`config.mk`:
```
export PLATFORM = sky130hd
export DESIGN_NAME = rv_regfile
export DESIGN_NICKNAME = d
export VERILOG_FILES = /design/src/design/rv_pkg.sv /design/src/design/rv_regfile.sv
export SDC_FILE = /design/constraint.sdc
export NUM_CORES = 2
export LEC_CHECK = 0
export BUFFER_PORTS_ARGS = -buffer_cell sky130_fd_sc_hd__buf_4
export CORE_ASPECT_RATIO = 1.1
export CORE_MARGIN = 2
export CORE_UTILIZATION = 29
export DETAILED_ROUTE_END_ITERATION = 7
export PLACE_DENSITY = 0.47
export RECOVER_POWER = 50
export SYNTH_ARGS = -nofsm -noshare
export SYNTH_HDL_FRONTEND = slang
export SYNTH_SLANG_ARGS = --single-unit
```
`constraint.sdc`:
```
create_clock -name clk -period 2.97 [get_ports clk]
set_clock_uncertainty 0.1 [all_clocks]
set_input_delay 0.594 -clock clk [delete_from_list [all_inputs] [get_ports clk]]
set_output_delay 0.594 -clock clk [all_outputs]
set_load 0.05 [all_outputs]
```
`src/design/rv_pkg.sv`:
```
package rv_pkg;

  localparam int xlen       = 32;
  localparam int reg_addr_w = 5;

  localparam logic [xlen-1:0] reset_pc = 32'h8000_0000;

  // major opcodes still decoded
  localparam logic [6:0] op_imm   = 7'b001_0011; // addi
  localparam logic [6:0] op_lui   = 7'b011_0111;
  localparam logic [6:0] op_auipc = 7'b001_0111;
  localparam logic [6:0] op_jal   = 7'b110_1111;
  localparam logic [6:0] op_jalr  = 7'b110_0111;
  localparam logic [6:0] op_load  = 7'b000_0011;
  localparam logic [6:0] op_store = 7'b010_0011;

  // load/store width field
  localparam logic [2:0] f3_byte   = 3'b000;
  localparam logic [2:0] f3_half   = 3'b001;
  localparam logic [2:0] f3_word   = 3'b010;
  localparam logic [2:0] f3_byte_u = 3'b100;
  localparam logic [2:0] f3_half_u = 3'b101;

  // data ram geometry
  localparam int dmem_words  = 256;
  localparam int dmem_addr_w = 8;

  // one instruction word, four ways of reading it
  typedef union packed {
    struct packed {
      logic [11:0] imm;
      logic [4:0]  rs1;
      logic [2:0]  funct3;
      logic [4:0]  rd;
      logic [6:0]  opcode;
    } i;
    struct packed {
      logic [6:0] imm_hi;
      logic [4:0] rs2;
      logic [4:0] rs1;
      logic [2:0] funct3;
      logic [4:0] imm_lo;
      logic [6:0] opcode;
    } s;
    struct packed {
      logic [19:0] imm;
      logic [4:0]  rd;
      logic [6:0]  opcode;
    } u;
    struct packed {
      logic        imm_20;
      logic [9:0]  imm_10_1;
      logic        imm_11;
      logic [7:0]  imm_19_12;
      logic [4:0]  rd;
      logic [6:0]  opcode;
    } j;
  } inst_word_u;

endpackage

```
`src/design/rv_regfile.sv`:
```
`timescale 1ns/10ps

module rv_regfile (
  input  logic                           clk,
  input  logic                           reset,
  input  logic [rv_pkg::reg_addr_w-1:0]  rs1,
  input  logic [rv_pkg::reg_addr_w-1:0]  rs2,
  input  logic [rv_pkg::reg_addr_w-1:0]  rd,
  input  logic                           wen,
  input  logic [rv_pkg::xlen-1:0]        wdata,
  output logic [rv_pkg::xlen-1:0]        rs1_data,
  output logic [rv_pkg::xlen-1:0]        rs2_data
);
  import rv_pkg::*;

  localparam int num_regs = 1 << reg_addr_w;

  logic [xlen-1:0] regs [num_regs];

  always_ff @(posedge clk) begin
    if (reset) begin
      for (int r = 0; r < num_regs; r++) begin
        regs[r] <= '0;
      end
    end else if (wen && rd != '0) begin // x0 is hardwired
      regs[rd] <= wdata;
    end
  end

  // regs[0] is cleared by reset and never written
  assign rs1_data = regs[rs1];
  assign rs2_data = regs[rs2];

endmodule

```
Yosys cells after proc, flatten, opt, wreduce, memory -nomap -nowiden
Memory sizes are Yosys's and may differ from the RTL's.
Index checks and enable logic that the tools add are counted.
- register bits after elaboration: 0
- RAM bits: 1024
- bits of input ports: 50
- output and inout bits: 64
- logic and storage cells: 12
- memories: 1
- muxes and demuxes: 8
- reductions and logical operators: 3
- memories (name ; depth ; width ; rd ports ; clocked after memory_dff ; wr ports ; line ; RTL):
    regs ; 32 ; 32 ; 2 ; 0 ; 32 ; rv_regfile.sv:18 ; logic [xlen-1:0] regs [num_regs];
- operators by type and width (operator ; number):
    32-bit 2-to-1 mux ; 1
    32-bit OR reduction ; 1
    1-bit 2-to-1 mux ; 6
    5-bit 2-to-1 mux ; 1
    5-bit nonzero test ; 1
    1-bit logical AND ; 1

Logic depth before layout (Yosys ltp)
- word-level depth: 7
- mapped depth: 8
- mapped depth without buffers: 5

Least setup slack after synthesis
No wires, ideal clock.
- kind: in2out
- start: input rs2[1] (netlist bit)
- end: output rs2_data[25] (netlist bit)
- arrival: 2.071 ns
- slack: 0.205 ns
- cell stages on the path: 8
- buffers on the path: 4
- path through: buf_2 buf_4 buf_4 buf_6 mux2i_1 a22oi_1 a31oi_1 nand3_1
- word-level cells in the longest chain between the ends: 1
- ends and longest elaborated chain (item ; line ; RTL):
    from (decl) ; rv_regfile.sv:7 ; input logic [rv_pkg::reg_addr_w-1:0] rs2,
    memory read 32 x 32 bit ; - ;
    to (decl) ; rv_regfile.sv:12 ; output logic [rv_pkg::xlen-1:0] rs2_data
Every way passes these cells.

==> key figures <==
STA
  • TNS Setup: -616.3 ps
  • Setup Viol. Count Final: 32
  • Max Freq: 331.5 MHz
  • Slew margin rel.: -14.05%
  • Slew @ Worst Pin: 1711 ps
  • Final Hold Vio Count: 0
  • Tcrit/Tclk final: 101.6%
  • Minimum clock period: 3017 ps
  • Post-route setup slack: -46.75 ps
  • Max-slew violation count: 165
  • RSZ-0062 raised after global routing: yes

GRT
  • Vias in the first global route: 40690
  • Initial antenna violation count: 33
  • Grt ovf: 0
  • First-pass GRT wire length: 323200 µm
  • Tot GR Track Use: 23.37%
  • Largest net degree at the start of global routing: 53

Layout
  • Finished layout cell area: 0.07003 mm²
  • Share of layout cells above drive strength 1: 20.74%
  • Layout Nets: 5029
  • Non-Filler Instances: 7663
  • Post-layout util: 36.43%
  • # fillers: 18490
  • Largest regs: regs: 1024 flops
  • Number of flip-flops in the largest register: 1024
  • Area Growth Syn to Fin: 25.28%
  • Reg with most FFs: regs

Synth
  • Synth top area cells: edfxtp_1, mux2i_1, and2_1, a22oi_1, a22o_1
  • Synth unique cells: 29
  • Synth area leader: edfxtp_1
  • Seq/Total Area, Yosys: 55.01%
  • Syn Std Cell Area: 0.05590 mm²
  • Number of synthesized flops with an enable pin: 1024
  • Mean Syn Cell Area: 12.14 µm²
  • Post-synth top area share: 55.01%
  • Syn Inst Count: 4605
  • Most frequent cells after synthesis: edfxtp_1, mux2i_1, and2_1, clkbuf_1, nand2_1
  • Seq cells post-synth: 1024
  • Post-synth top flop: edfxtp_1
  • FFs w/ async S/R, synth: 0%
  • Yosys Warn Count: 0

Power and ir drop
  • Pwr Total: 38.12 mW
  • Clock power share: 39.2%
  • Sw frac: 27.17%
  • PD cells: 544.3 mW/mm²
  • IR drop worst, VDD: 0.4592 mV
  • Combinational Power Share: 15.8%
  • LEAKAGE: 27.34 nW
  • Register share of total power: 45.0%
  • Sw Pwr: 10.36 mW
  • Cell internal pwr: 27.76 mW

Critical path
  • Maximum fanout along the worst path: 32
  • Critical path type: in -> reg
  • Critical Path Start Type: input pin
  • Crit path from: reset
  • Crit end category: flip-flop
  • Data arrival, critical path: 3410 ps
  • CP required: 3360 ps

Floorplanning
  • Top-level I/O count: 114
  • Initial core utilization: 29.08%
  • Cell Rows: 169
  • Die Ht: 464.5 µm
  • Area of the core: 0.1922 mm²
  • Die area: 0.1963 mm²
  • Die width: 422.6 µm

Clock network
  • CTS root buf: clkbuf_16
  • CTS Buf Count: 117
  • Clock sinks: 1024
  • H-tree depth: 3
  • CTS max path bufs: 3
  • CTS Hold Bufs: 0
  • Clk pin slew, worst setup/hold paths: 60 ps
  • CTS tree: built

Place
  • Placed insts: 7337
  • Hpwl dp: 140200 µm
  • Placed cell area: 0.06373 mm²
  • GPL Wtd Cong: 0.8193
  • PortBufs: 113

Route
  • Remaining DRCs: 0
  • Final ANT Viol Nets: 0
  • 1st-pass router iterations: 5
  • Drt wl/cell: 30.65 µm
  • Final wirelength: 234900 µm
  • Via density: 5.249
  • Total number of vias: 40230
  • DRT iter0 DRCs: 3976

Hold path
  • Min-delay src: wdata[5]
  • Hold Crit Class: in -> reg

Run
  • Max-Cap Viols: 5

Status
  • Status: finished, violations left
  • Failing checks: max-capacitance violations, max-slew violations, negative setup slack
## power by group through the flow
stage	Combinational, mW	Sequential (mW)	Clock [mW]
detailed placement	5.44	17.4	0
finish	6.03	17.1	15.0
global placement	5.43	17.4	0
global route	6.28	17.2	15.7
CTS	5.93	17.1	15.2
floorplan	2.95	17.3	0
## timing repair
item,4_1_cts,5_1_grt
gates resized for setup,280,91
pin swaps,58,53
cloned,11,4
setup buffers,46,47
setup endpoints to repair,63,57
## through the flow
step           setup slack (ps)  hold slack, ps
2_1_floorplan             204.7           692.2
3_3_place_gp             -292.7            1004
3_5_place_dp             -279.4            1010
4_1_cts                  -50.67           183.3
5_1_grt                  -79.06           250.5
6_report                 -46.75           237.6
## placed cells by master (no fill, tap or decap), types with 7 or more instances in the layout
master     count
nand3_1      132
clkbuf_2      28
clkinv_1      34
a31oi_4       21
nand3_2       40
clkbuf_4      23
a22o_1       128
clkinv_2      21
buf_4        367
nand3_4       22
clkbuf_16    122
a31oi_1       21
bufinv_16     17
conb_1        32
nor3_4         7
nand2_1      194
buf_8         35
and2_0       172
clkbuf_1      28
diode_2       22
nor3_2        36
mux2i_1     1013
mux2i_2       10
buf_6         47
buf_16        27
a21oi_1      191
and2_1       820
nor2_4        25
buf_12       127
nor3_1        21
nor2_1        10
or2_2         28
a22oi_1      191
edfxtp_1    1024
a31oi_2       22
## worst max-delay path, stage by stage
cell and delay [ps]:
clkbuf_1 340, nand2b_1 180, or3_1 100, clkbuf_1 560, nor2_1 190, clkbuf_2 870, and2_1 500
## cell families after synthesis
family,synth area share [%]
AOI/OAI and AO/OA,7.020
buffers and inverters,3.899
DFF,55.01
muxes,18.34
other,0.006709
and+or+nand+nor,15.73
## metal layers
metal / global-route usage [%] / vias to the layer above / part of all wire (%)
li1: - / 17660 / -
met1: 29.69 / 20510 / 41
met2: 39.85 / 1620 / 48
met3: 3.029 / 429 / 6.4
met4: 9.762 / 6 / 4.7
met5: 0 / - / 0.019
## area by class of cell
| type | instances | area (µm²) | area share [%] |
|---|---|---|---|
| clock buffer | 138 | 3028 | 4.324 |
| timing repair buffer | 670 | 7669 | 10.95 |
| antenna | 22 | 55.05 | 0.07862 |
| clock inverter | 78 | 825.8 | 1.179 |
| multi-input combinational | 3166 | 24490 | 34.97 |
| tap | 2565 | 3209 | 4.583 |
| sequential | 1024 | 30750 | 43.91 |
## worst paths after layout
| check | endpoint | slack (ps) | depth (start not counted) |
|---|---|---|---|
| max | regs[28][31]$_SDFFCE_PN0P_ | -50 | 7 |
| min | regs[31][5]$_SDFFCE_PN0P_ | 240 | 2 |
No activity file was read; power rests on OpenSTA's default activity.
