### src/design/rv_pkg.sv
package rv_pkg;

  localparam int xlen       = 32;
  localparam int reg_addr_w = 5;

  localparam logic [xlen-1:0] reset_pc = 32'h8000_0000;

  // major opcodes still decoded
  localparam logic [6:0] op_imm   = 7'b001_0011; // addi
  localparam logic [6:0] op_lui   = 7'b011_0111;
  localparam logic [6:0] op_auipc = 7'b001_0111;
  localparam logic [6:0] op_jal   = 7'b110_1111;
  localparam logic [6:0] op_jalr  = 7'b110_0111;
  localparam logic [6:0] op_load  = 7'b000_0011;
  localparam logic [6:0] op_store = 7'b010_0011;

  // load/store width field
  localparam logic [2:0] f3_byte   = 3'b000;
  localparam logic [2:0] f3_half   = 3'b001;
  localparam logic [2:0] f3_word   = 3'b010;
  localparam logic [2:0] f3_byte_u = 3'b100;
  localparam logic [2:0] f3_half_u = 3'b101;

  // data ram geometry
  localparam int dmem_words  = 256;
  localparam int dmem_addr_w = 8;

  // one instruction word, four ways of reading it
  typedef union packed {
    struct packed {
      logic [11:0] imm;
      logic [4:0]  rs1;
      logic [2:0]  funct3;
      logic [4:0]  rd;
      logic [6:0]  opcode;
    } i;
    struct packed {
      logic [6:0] imm_hi;
      logic [4:0] rs2;
      logic [4:0] rs1;
      logic [2:0] funct3;
      logic [4:0] imm_lo;
      logic [6:0] opcode;
    } s;
    struct packed {
      logic [19:0] imm;
      logic [4:0]  rd;
      logic [6:0]  opcode;
    } u;
    struct packed {
      logic        imm_20;
      logic [9:0]  imm_10_1;
      logic        imm_11;
      logic [7:0]  imm_19_12;
      logic [4:0]  rd;
      logic [6:0]  opcode;
    } j;
  } inst_word_u;

endpackage

### src/design/rv_decoder.sv
`timescale 1ns/10ps

module rv_decoder (
  input  rv_pkg::inst_word_u             inst,
  output logic [rv_pkg::reg_addr_w-1:0]  rs1,
  output logic [rv_pkg::reg_addr_w-1:0]  rs2,
  output logic [rv_pkg::reg_addr_w-1:0]  rd,
  output logic [2:0]                     funct3,
  output logic [rv_pkg::xlen-1:0]        imm,
  output logic                           use_pc,
  output logic                           link,
  output logic                           is_jump,
  output logic                           is_load,
  output logic                           reg_wen,
  output logic                           mem_read,
  output logic                           mem_write
);
  import rv_pkg::*;

  logic [xlen-1:0] imm_i;
  logic [xlen-1:0] imm_s;
  logic [xlen-1:0] imm_u;
  logic [xlen-1:0] imm_j;

  // sign extended immediates, one per format
  assign imm_i = {{20{inst.i.imm[11]}}, inst.i.imm};
  assign imm_s = {{20{inst.s.imm_hi[6]}}, inst.s.imm_hi, inst.s.imm_lo};
  assign imm_u = {inst.u.imm, 12'h000}; // already shifted
  assign imm_j = {{11{inst.j.imm_20}}, inst.j.imm_20, inst.j.imm_19_12,
                  inst.j.imm_11, inst.j.imm_10_1, 1'b0};

  assign rs2    = inst.s.rs2;
  assign rd     = inst.i.rd;
  assign funct3 = inst.i.funct3;

  always_comb begin
    rs1       = inst.i.rs1;
    imm       = imm_i;
    use_pc    = 1'b0;
    link      = 1'b0;
    is_jump   = 1'b0;
    is_load   = 1'b0;
    reg_wen   = 1'b0; // unknown opcode has no side effect
    mem_read  = 1'b0;
    mem_write = 1'b0;
    case (inst.i.opcode)
      op_imm: reg_wen = 1'b1;
      op_lui: begin
        rs1     = '0; // x0 feeds the adder, so the sum is the immediate
        imm     = imm_u;
        reg_wen = 1'b1;
      end
      op_auipc: begin
        imm     = imm_u;
        use_pc  = 1'b1;
        reg_wen = 1'b1;
      end
      op_jal: begin
        imm     = imm_j;
        use_pc  = 1'b1;
        link    = 1'b1;
        is_jump = 1'b1;
        reg_wen = 1'b1;
      end
      op_jalr: begin
        link    = 1'b1; // rs1 + imm target
        is_jump = 1'b1;
        reg_wen = 1'b1;
      end
      op_load: begin
        is_load  = 1'b1;
        mem_read = 1'b1;
        reg_wen  = 1'b1;
      end
      op_store: begin
        imm       = imm_s;
        mem_write = 1'b1;
      end
      default: ;
    endcase
  end

endmodule

### config.mk
export PLATFORM = sky130hd
export DESIGN_NAME = rv_decoder
export DESIGN_NICKNAME = d
export VERILOG_FILES = /design/src/design/rv_pkg.sv /design/src/design/rv_decoder.sv
export SDC_FILE = /design/constraint.sdc
export NUM_CORES = 1
export LEC_CHECK = 0
export ABC_AREA = 1
export BUFFER_PORTS_ARGS = -buffer_cell sky130_fd_sc_hd__buf_2
export CAP_MARGIN = 20
export CORE_ASPECT_RATIO = 0.75
export CORE_MARGIN = 3
export CORE_UTILIZATION = 24
export DETAILED_ROUTE_END_ITERATION = 12
export PLACE_DENSITY = 0.63
export REMOVE_ABC_BUFFERS = 1
export SYNTH_ARGS = -nofsm -noshare
export SYNTH_HDL_FRONTEND = slang
export SYNTH_SLANG_ARGS = --single-unit
### constraint.sdc
create_clock -name vclk -period 0.8
set_input_delay 0.08 -clock vclk [all_inputs]
set_output_delay 0.08 -clock vclk [all_outputs]
set_load 0.01 [all_outputs]
======== Yosys cells after proc, flatten, opt, wreduce, memory -nomap -nowiden ========
Index checks and enable logic that the tools add are counted.
word-level totals
  register bits after elaboration ......... 0
  bits of input ports ..................... 32
  output and inout bits ................... 57
  logic and storage cells ................. 18
cells by class
  equal/unequal tests ..................... 7
  multiplexer cells ....................... 7
  reductions and logical operators ........ 4
operators by type and width
  cell                number
  $pmux 31 s3         1
  $eq 7x5->1 const B  2
  $eq 7x6->1 const B  2
  $eq 7x7->1 const B  2
  $eq 7x2->1 const B  1
  $reduce_or 2->1     3
  $reduce_or 6->1     1
  $mux 1              5
  $mux 5              1

======== Depth between registers and ports, before layout ========
  depth in word-level cells ............... 3
  gate-level depth with buffers ........... 7
  depth with buffers taken out ............ 7

======== Worst setup path before layout ========
Ideal clock, no wire load.
  kind .................................... input-to-output
  start ................................... input inst[1] (netlist bit)
  end ..................................... output mem_read
  arrival ................................. 0.894 ns
  data required time ...................... 0.720 ns
  path slack .............................. -0.174 ns
  stages .................................. 5
  path buffers ............................ 1
  cells stage by stage .................... nand2_1 > nor2_2 > nand3_1 > nor2_1 > buf_4
between the ends
  cells in the longest elaborated chain, start to end .. 2
ends and longest elaborated chain
  element             line              source
  start: declaration  rv_decoder.sv:4   input rv_pkg::inst_word_u inst,
  $eq 7x2->1          -
  $mux 1              -
  end: declaration    rv_decoder.sv:15  output logic mem_read,
No other way between the ends.

======== Final worst setup path ========
  start ................................... input inst[4] (netlist bit)
  end ..................................... output imm[15] (netlist bit)
between the ends
  cells in the longest elaborated chain, start to end .. 3
  elaborated cells between the ends (all ways) .. 6
  classes of those cells .................. eq/ne (4); mux (1); reduce/logical (1)
ends and longest elaborated chain
  element                                          line              source
  $eq 7x5->1 / $eq 7x6->1 (equally long branches)  rv_decoder.sv:46  case (inst.i.opcode)
  $reduce_or 2->1 (no source line)                 -
  $pmux 31 s3 (*)                                  rv_decoder.sv:46
  end: declaration                                 rv_decoder.sv:9   output logic [rv_pkg::xlen-1:0] imm,
Every way passes the cells marked *; elsewhere a longest branch is shown, timed or not.

==> summary.md <==
| Metric | Value |
|---|---|
| Die width | 68.73 µm |
| Relative slew slack | 0.8315 |
| Max stage delay on crit path | 170 ps |
| Synth Instances | 128 |
| WP data required | 720 ps |
| Post-synthesis sequential area ratio | 0 |
| Flip-flop and latch count | 0 |
| Finished Core Util | 0.6185 |
| Slew Limit Fails | 0 |
| DR iter-0 viols | 34 |
| Crit. End Element | primary output |
| Number of global-route vias before repair | 1,008 |
| Fin crit period | 1121 ps |
| Ports | 89 |
| CP Class | primary input to primary output |
| Antenna violations before repair | 0 |
| Core Region | 2703 µm² |
| # placed instances | 253 |
| Most numerous cell in the Yosys netlist | nand2_1 |
| CP Cell Sequence | buf_8 -> inv_6 -> buf_6 -> nand2_4 -> nor2_4 -> nand2_4 -> nand2_8 -> nand2_1 -> nand2_1 -> buf_2 |
| Period utilization | 1.401 |
| Total Nets Final | 264 |
| Worst hold path type | primary input to primary output |
| Distinct cells, synth | 18 |
| Starting Density | 0.2620 |
| Gp weighted congestion | 0.7183 |
| DRT Pass-1 Iters | 4 |
| Area growth from synthesis to layout | 136.0% |
| Post-DP HPWL | 2076 µm |
| Routed vias | 1,171 |
| Max-cap check violation count | 0 |
| GRT Util Overall | 0.1539 |
| Synthesized area | 708.2 µm² |
| Number of port buffers | 89 |
| Final Setup Violations | 43 |
| Post-synth top cells | nand2_1, buf_4, inv_1, nand3_1 |
| Overall power | 727.0 µW |
| Die H | 53.05 µm |
| Finished Layout Cells | 266 |
| Num rows | 16 |
| Post-Route WL | 3128 µm |
| Top cells by area, synth | nand2_1, buf_4, o21ai_2 |
| Crit-path slowest cell | nor2_4 |
| Failing checks | negative setup slack |
| FMAX | 891.9 MHz |
| Final setup margin | -321.1 ps |
| RSZ-0062 raised after global routing | true |
| Layout cells sized above 1 | 0.7522 |
| Global-route wire length before repair | 4485 µm |
| Worst Path Arrival | 1040 ps |
| Pwr/cell area | 434.9 nW/µm² |
| FF+latch area | 0 µm² |
| Ys Warns | 0 |
| Largest net degree at the start of global routing | 10 |
| Clk_buf instances | 0 |
| Fin area | 1672 µm² |
| Synth Area per Inst | 5.533 µm² |
| Synth area leader | nand2_1 |
| Leakage | 0.0009539 µW |
| DRT antenna net count | 0 |
| Ant diodes | 0 |
| Final setup TNS | -10,690 ps |
| HP Start | inst[7] |
| Hold Path Sink | rd[0] |
| Fin. Hold Viols | 0 |
| DP Area | 1204 µm² |
| Footprint of the multi-input gates | 721.9 µm² |
| Fillers | 270 |
| GRT overflow | 0 |
| Worst slew pin tran | 252.8 ps |
| Status | finished, violations left |
| Die Area | 3646 µm² |
| Hold-critical path depth | 2 |
| Post-DR vias/cell | 4.402 |
| Drt drc | 0 |
| Setup crit start kind | primary input |
| Peak VDD IR | 0.0002129 V |
| CP Max Fanout | 8 |
| Routed len/inst | 11.76 µm |
| Post-synth top area share | 0.2067 |
-- critical path, delay by kind of cell --
kind	cells	cell delay, ps
AND/OR/NAND/NOR	6	590
buffers and inverters	4	380
-- through the flow --
stage	hold slack (ps)	setup WS [ps]
detailed placement	360.1	-376.1
floorplan	160.0	-167.1
finish	361.6	-321.1
global placement	359.9	-374.7
CTS	361.3	-333.5
global route	373.9	-392.9
-- worst max path at each step --
stage / start / end / slack (ps)
floorplan: inst[1] / imm[21] / -170
global placement: inst[6] / imm[0] / -370
detailed placement: inst[4] / imm[16] / -380
CTS: inst[4] / imm[15] / -330
global route: inst[4] / imm[19] / -390
finish: inst[4] / imm[15] / -320
-- layout make-up --
class,instances,share of cell area
inverter,20,0.05689
timing repair buffer,116,0.4746
multi-input combinational,93,0.4319
timing repair inverter,1,0.009731
tap,36,0.02695
-- cells by family (layout without fill, tap and decap cells) --
logic type,count (synthesis),after routing,share of synthesized area
AND/OR/NAND/NOR,77,80,0.5459
AO/OA/AOI/OAI,13,13,0.1466
buffers and inverters,38,137,0.3074
-- routing by layer --
layer	up-vias	global-route usage	wire [µm]
met5	-	0	0
met4	0	0.006472	0
met3	0	0.01699	245
met2	47	0.2504	1534
met1	521	0.2263	1348
li1	603	-	-
-- what timing repair did --
action / in CTS / in global routing
resized for setup: 43 / 50
pin swaps: 9 / 20
setup buffers: 7 / 3
hold buffers: 0 / 0
gates cloned: 4 / 0
endpoints found under the setup margin: 43 / 43
-- placed cells by master, fill, tap and decap left out, types with 2 or more instances in the layout --
cell type  count
inv_2          4
a21boi_2       2
a21boi_1       3
nand2_1       26
o21ai_2        7
buf_6         24
nand4_1        5
inv_1         12
nor2_4        10
nor2_1         2
buf_2         75
nand2_2       10
nand2_4        6
nand3_2        4
nand2_8        3
clkinv_8       2
buf_4         15
nand3_1        7
nand3_4        4
nor3_2         2
-- where the power goes --
| group | switching (µW) | leakage [µW] | internal (µW) | total [µW] |
|---|---|---|---|---|
| registers | 0 | 0 | 0 | 0 |
| clock network | 0 | 0 | 0 | 0 |
| logic | 379 | 0.000954 | 348 | 727 |
| total | 379 | 0.000954 | 348 | 727 |
(Power assumes the default switching activity.)
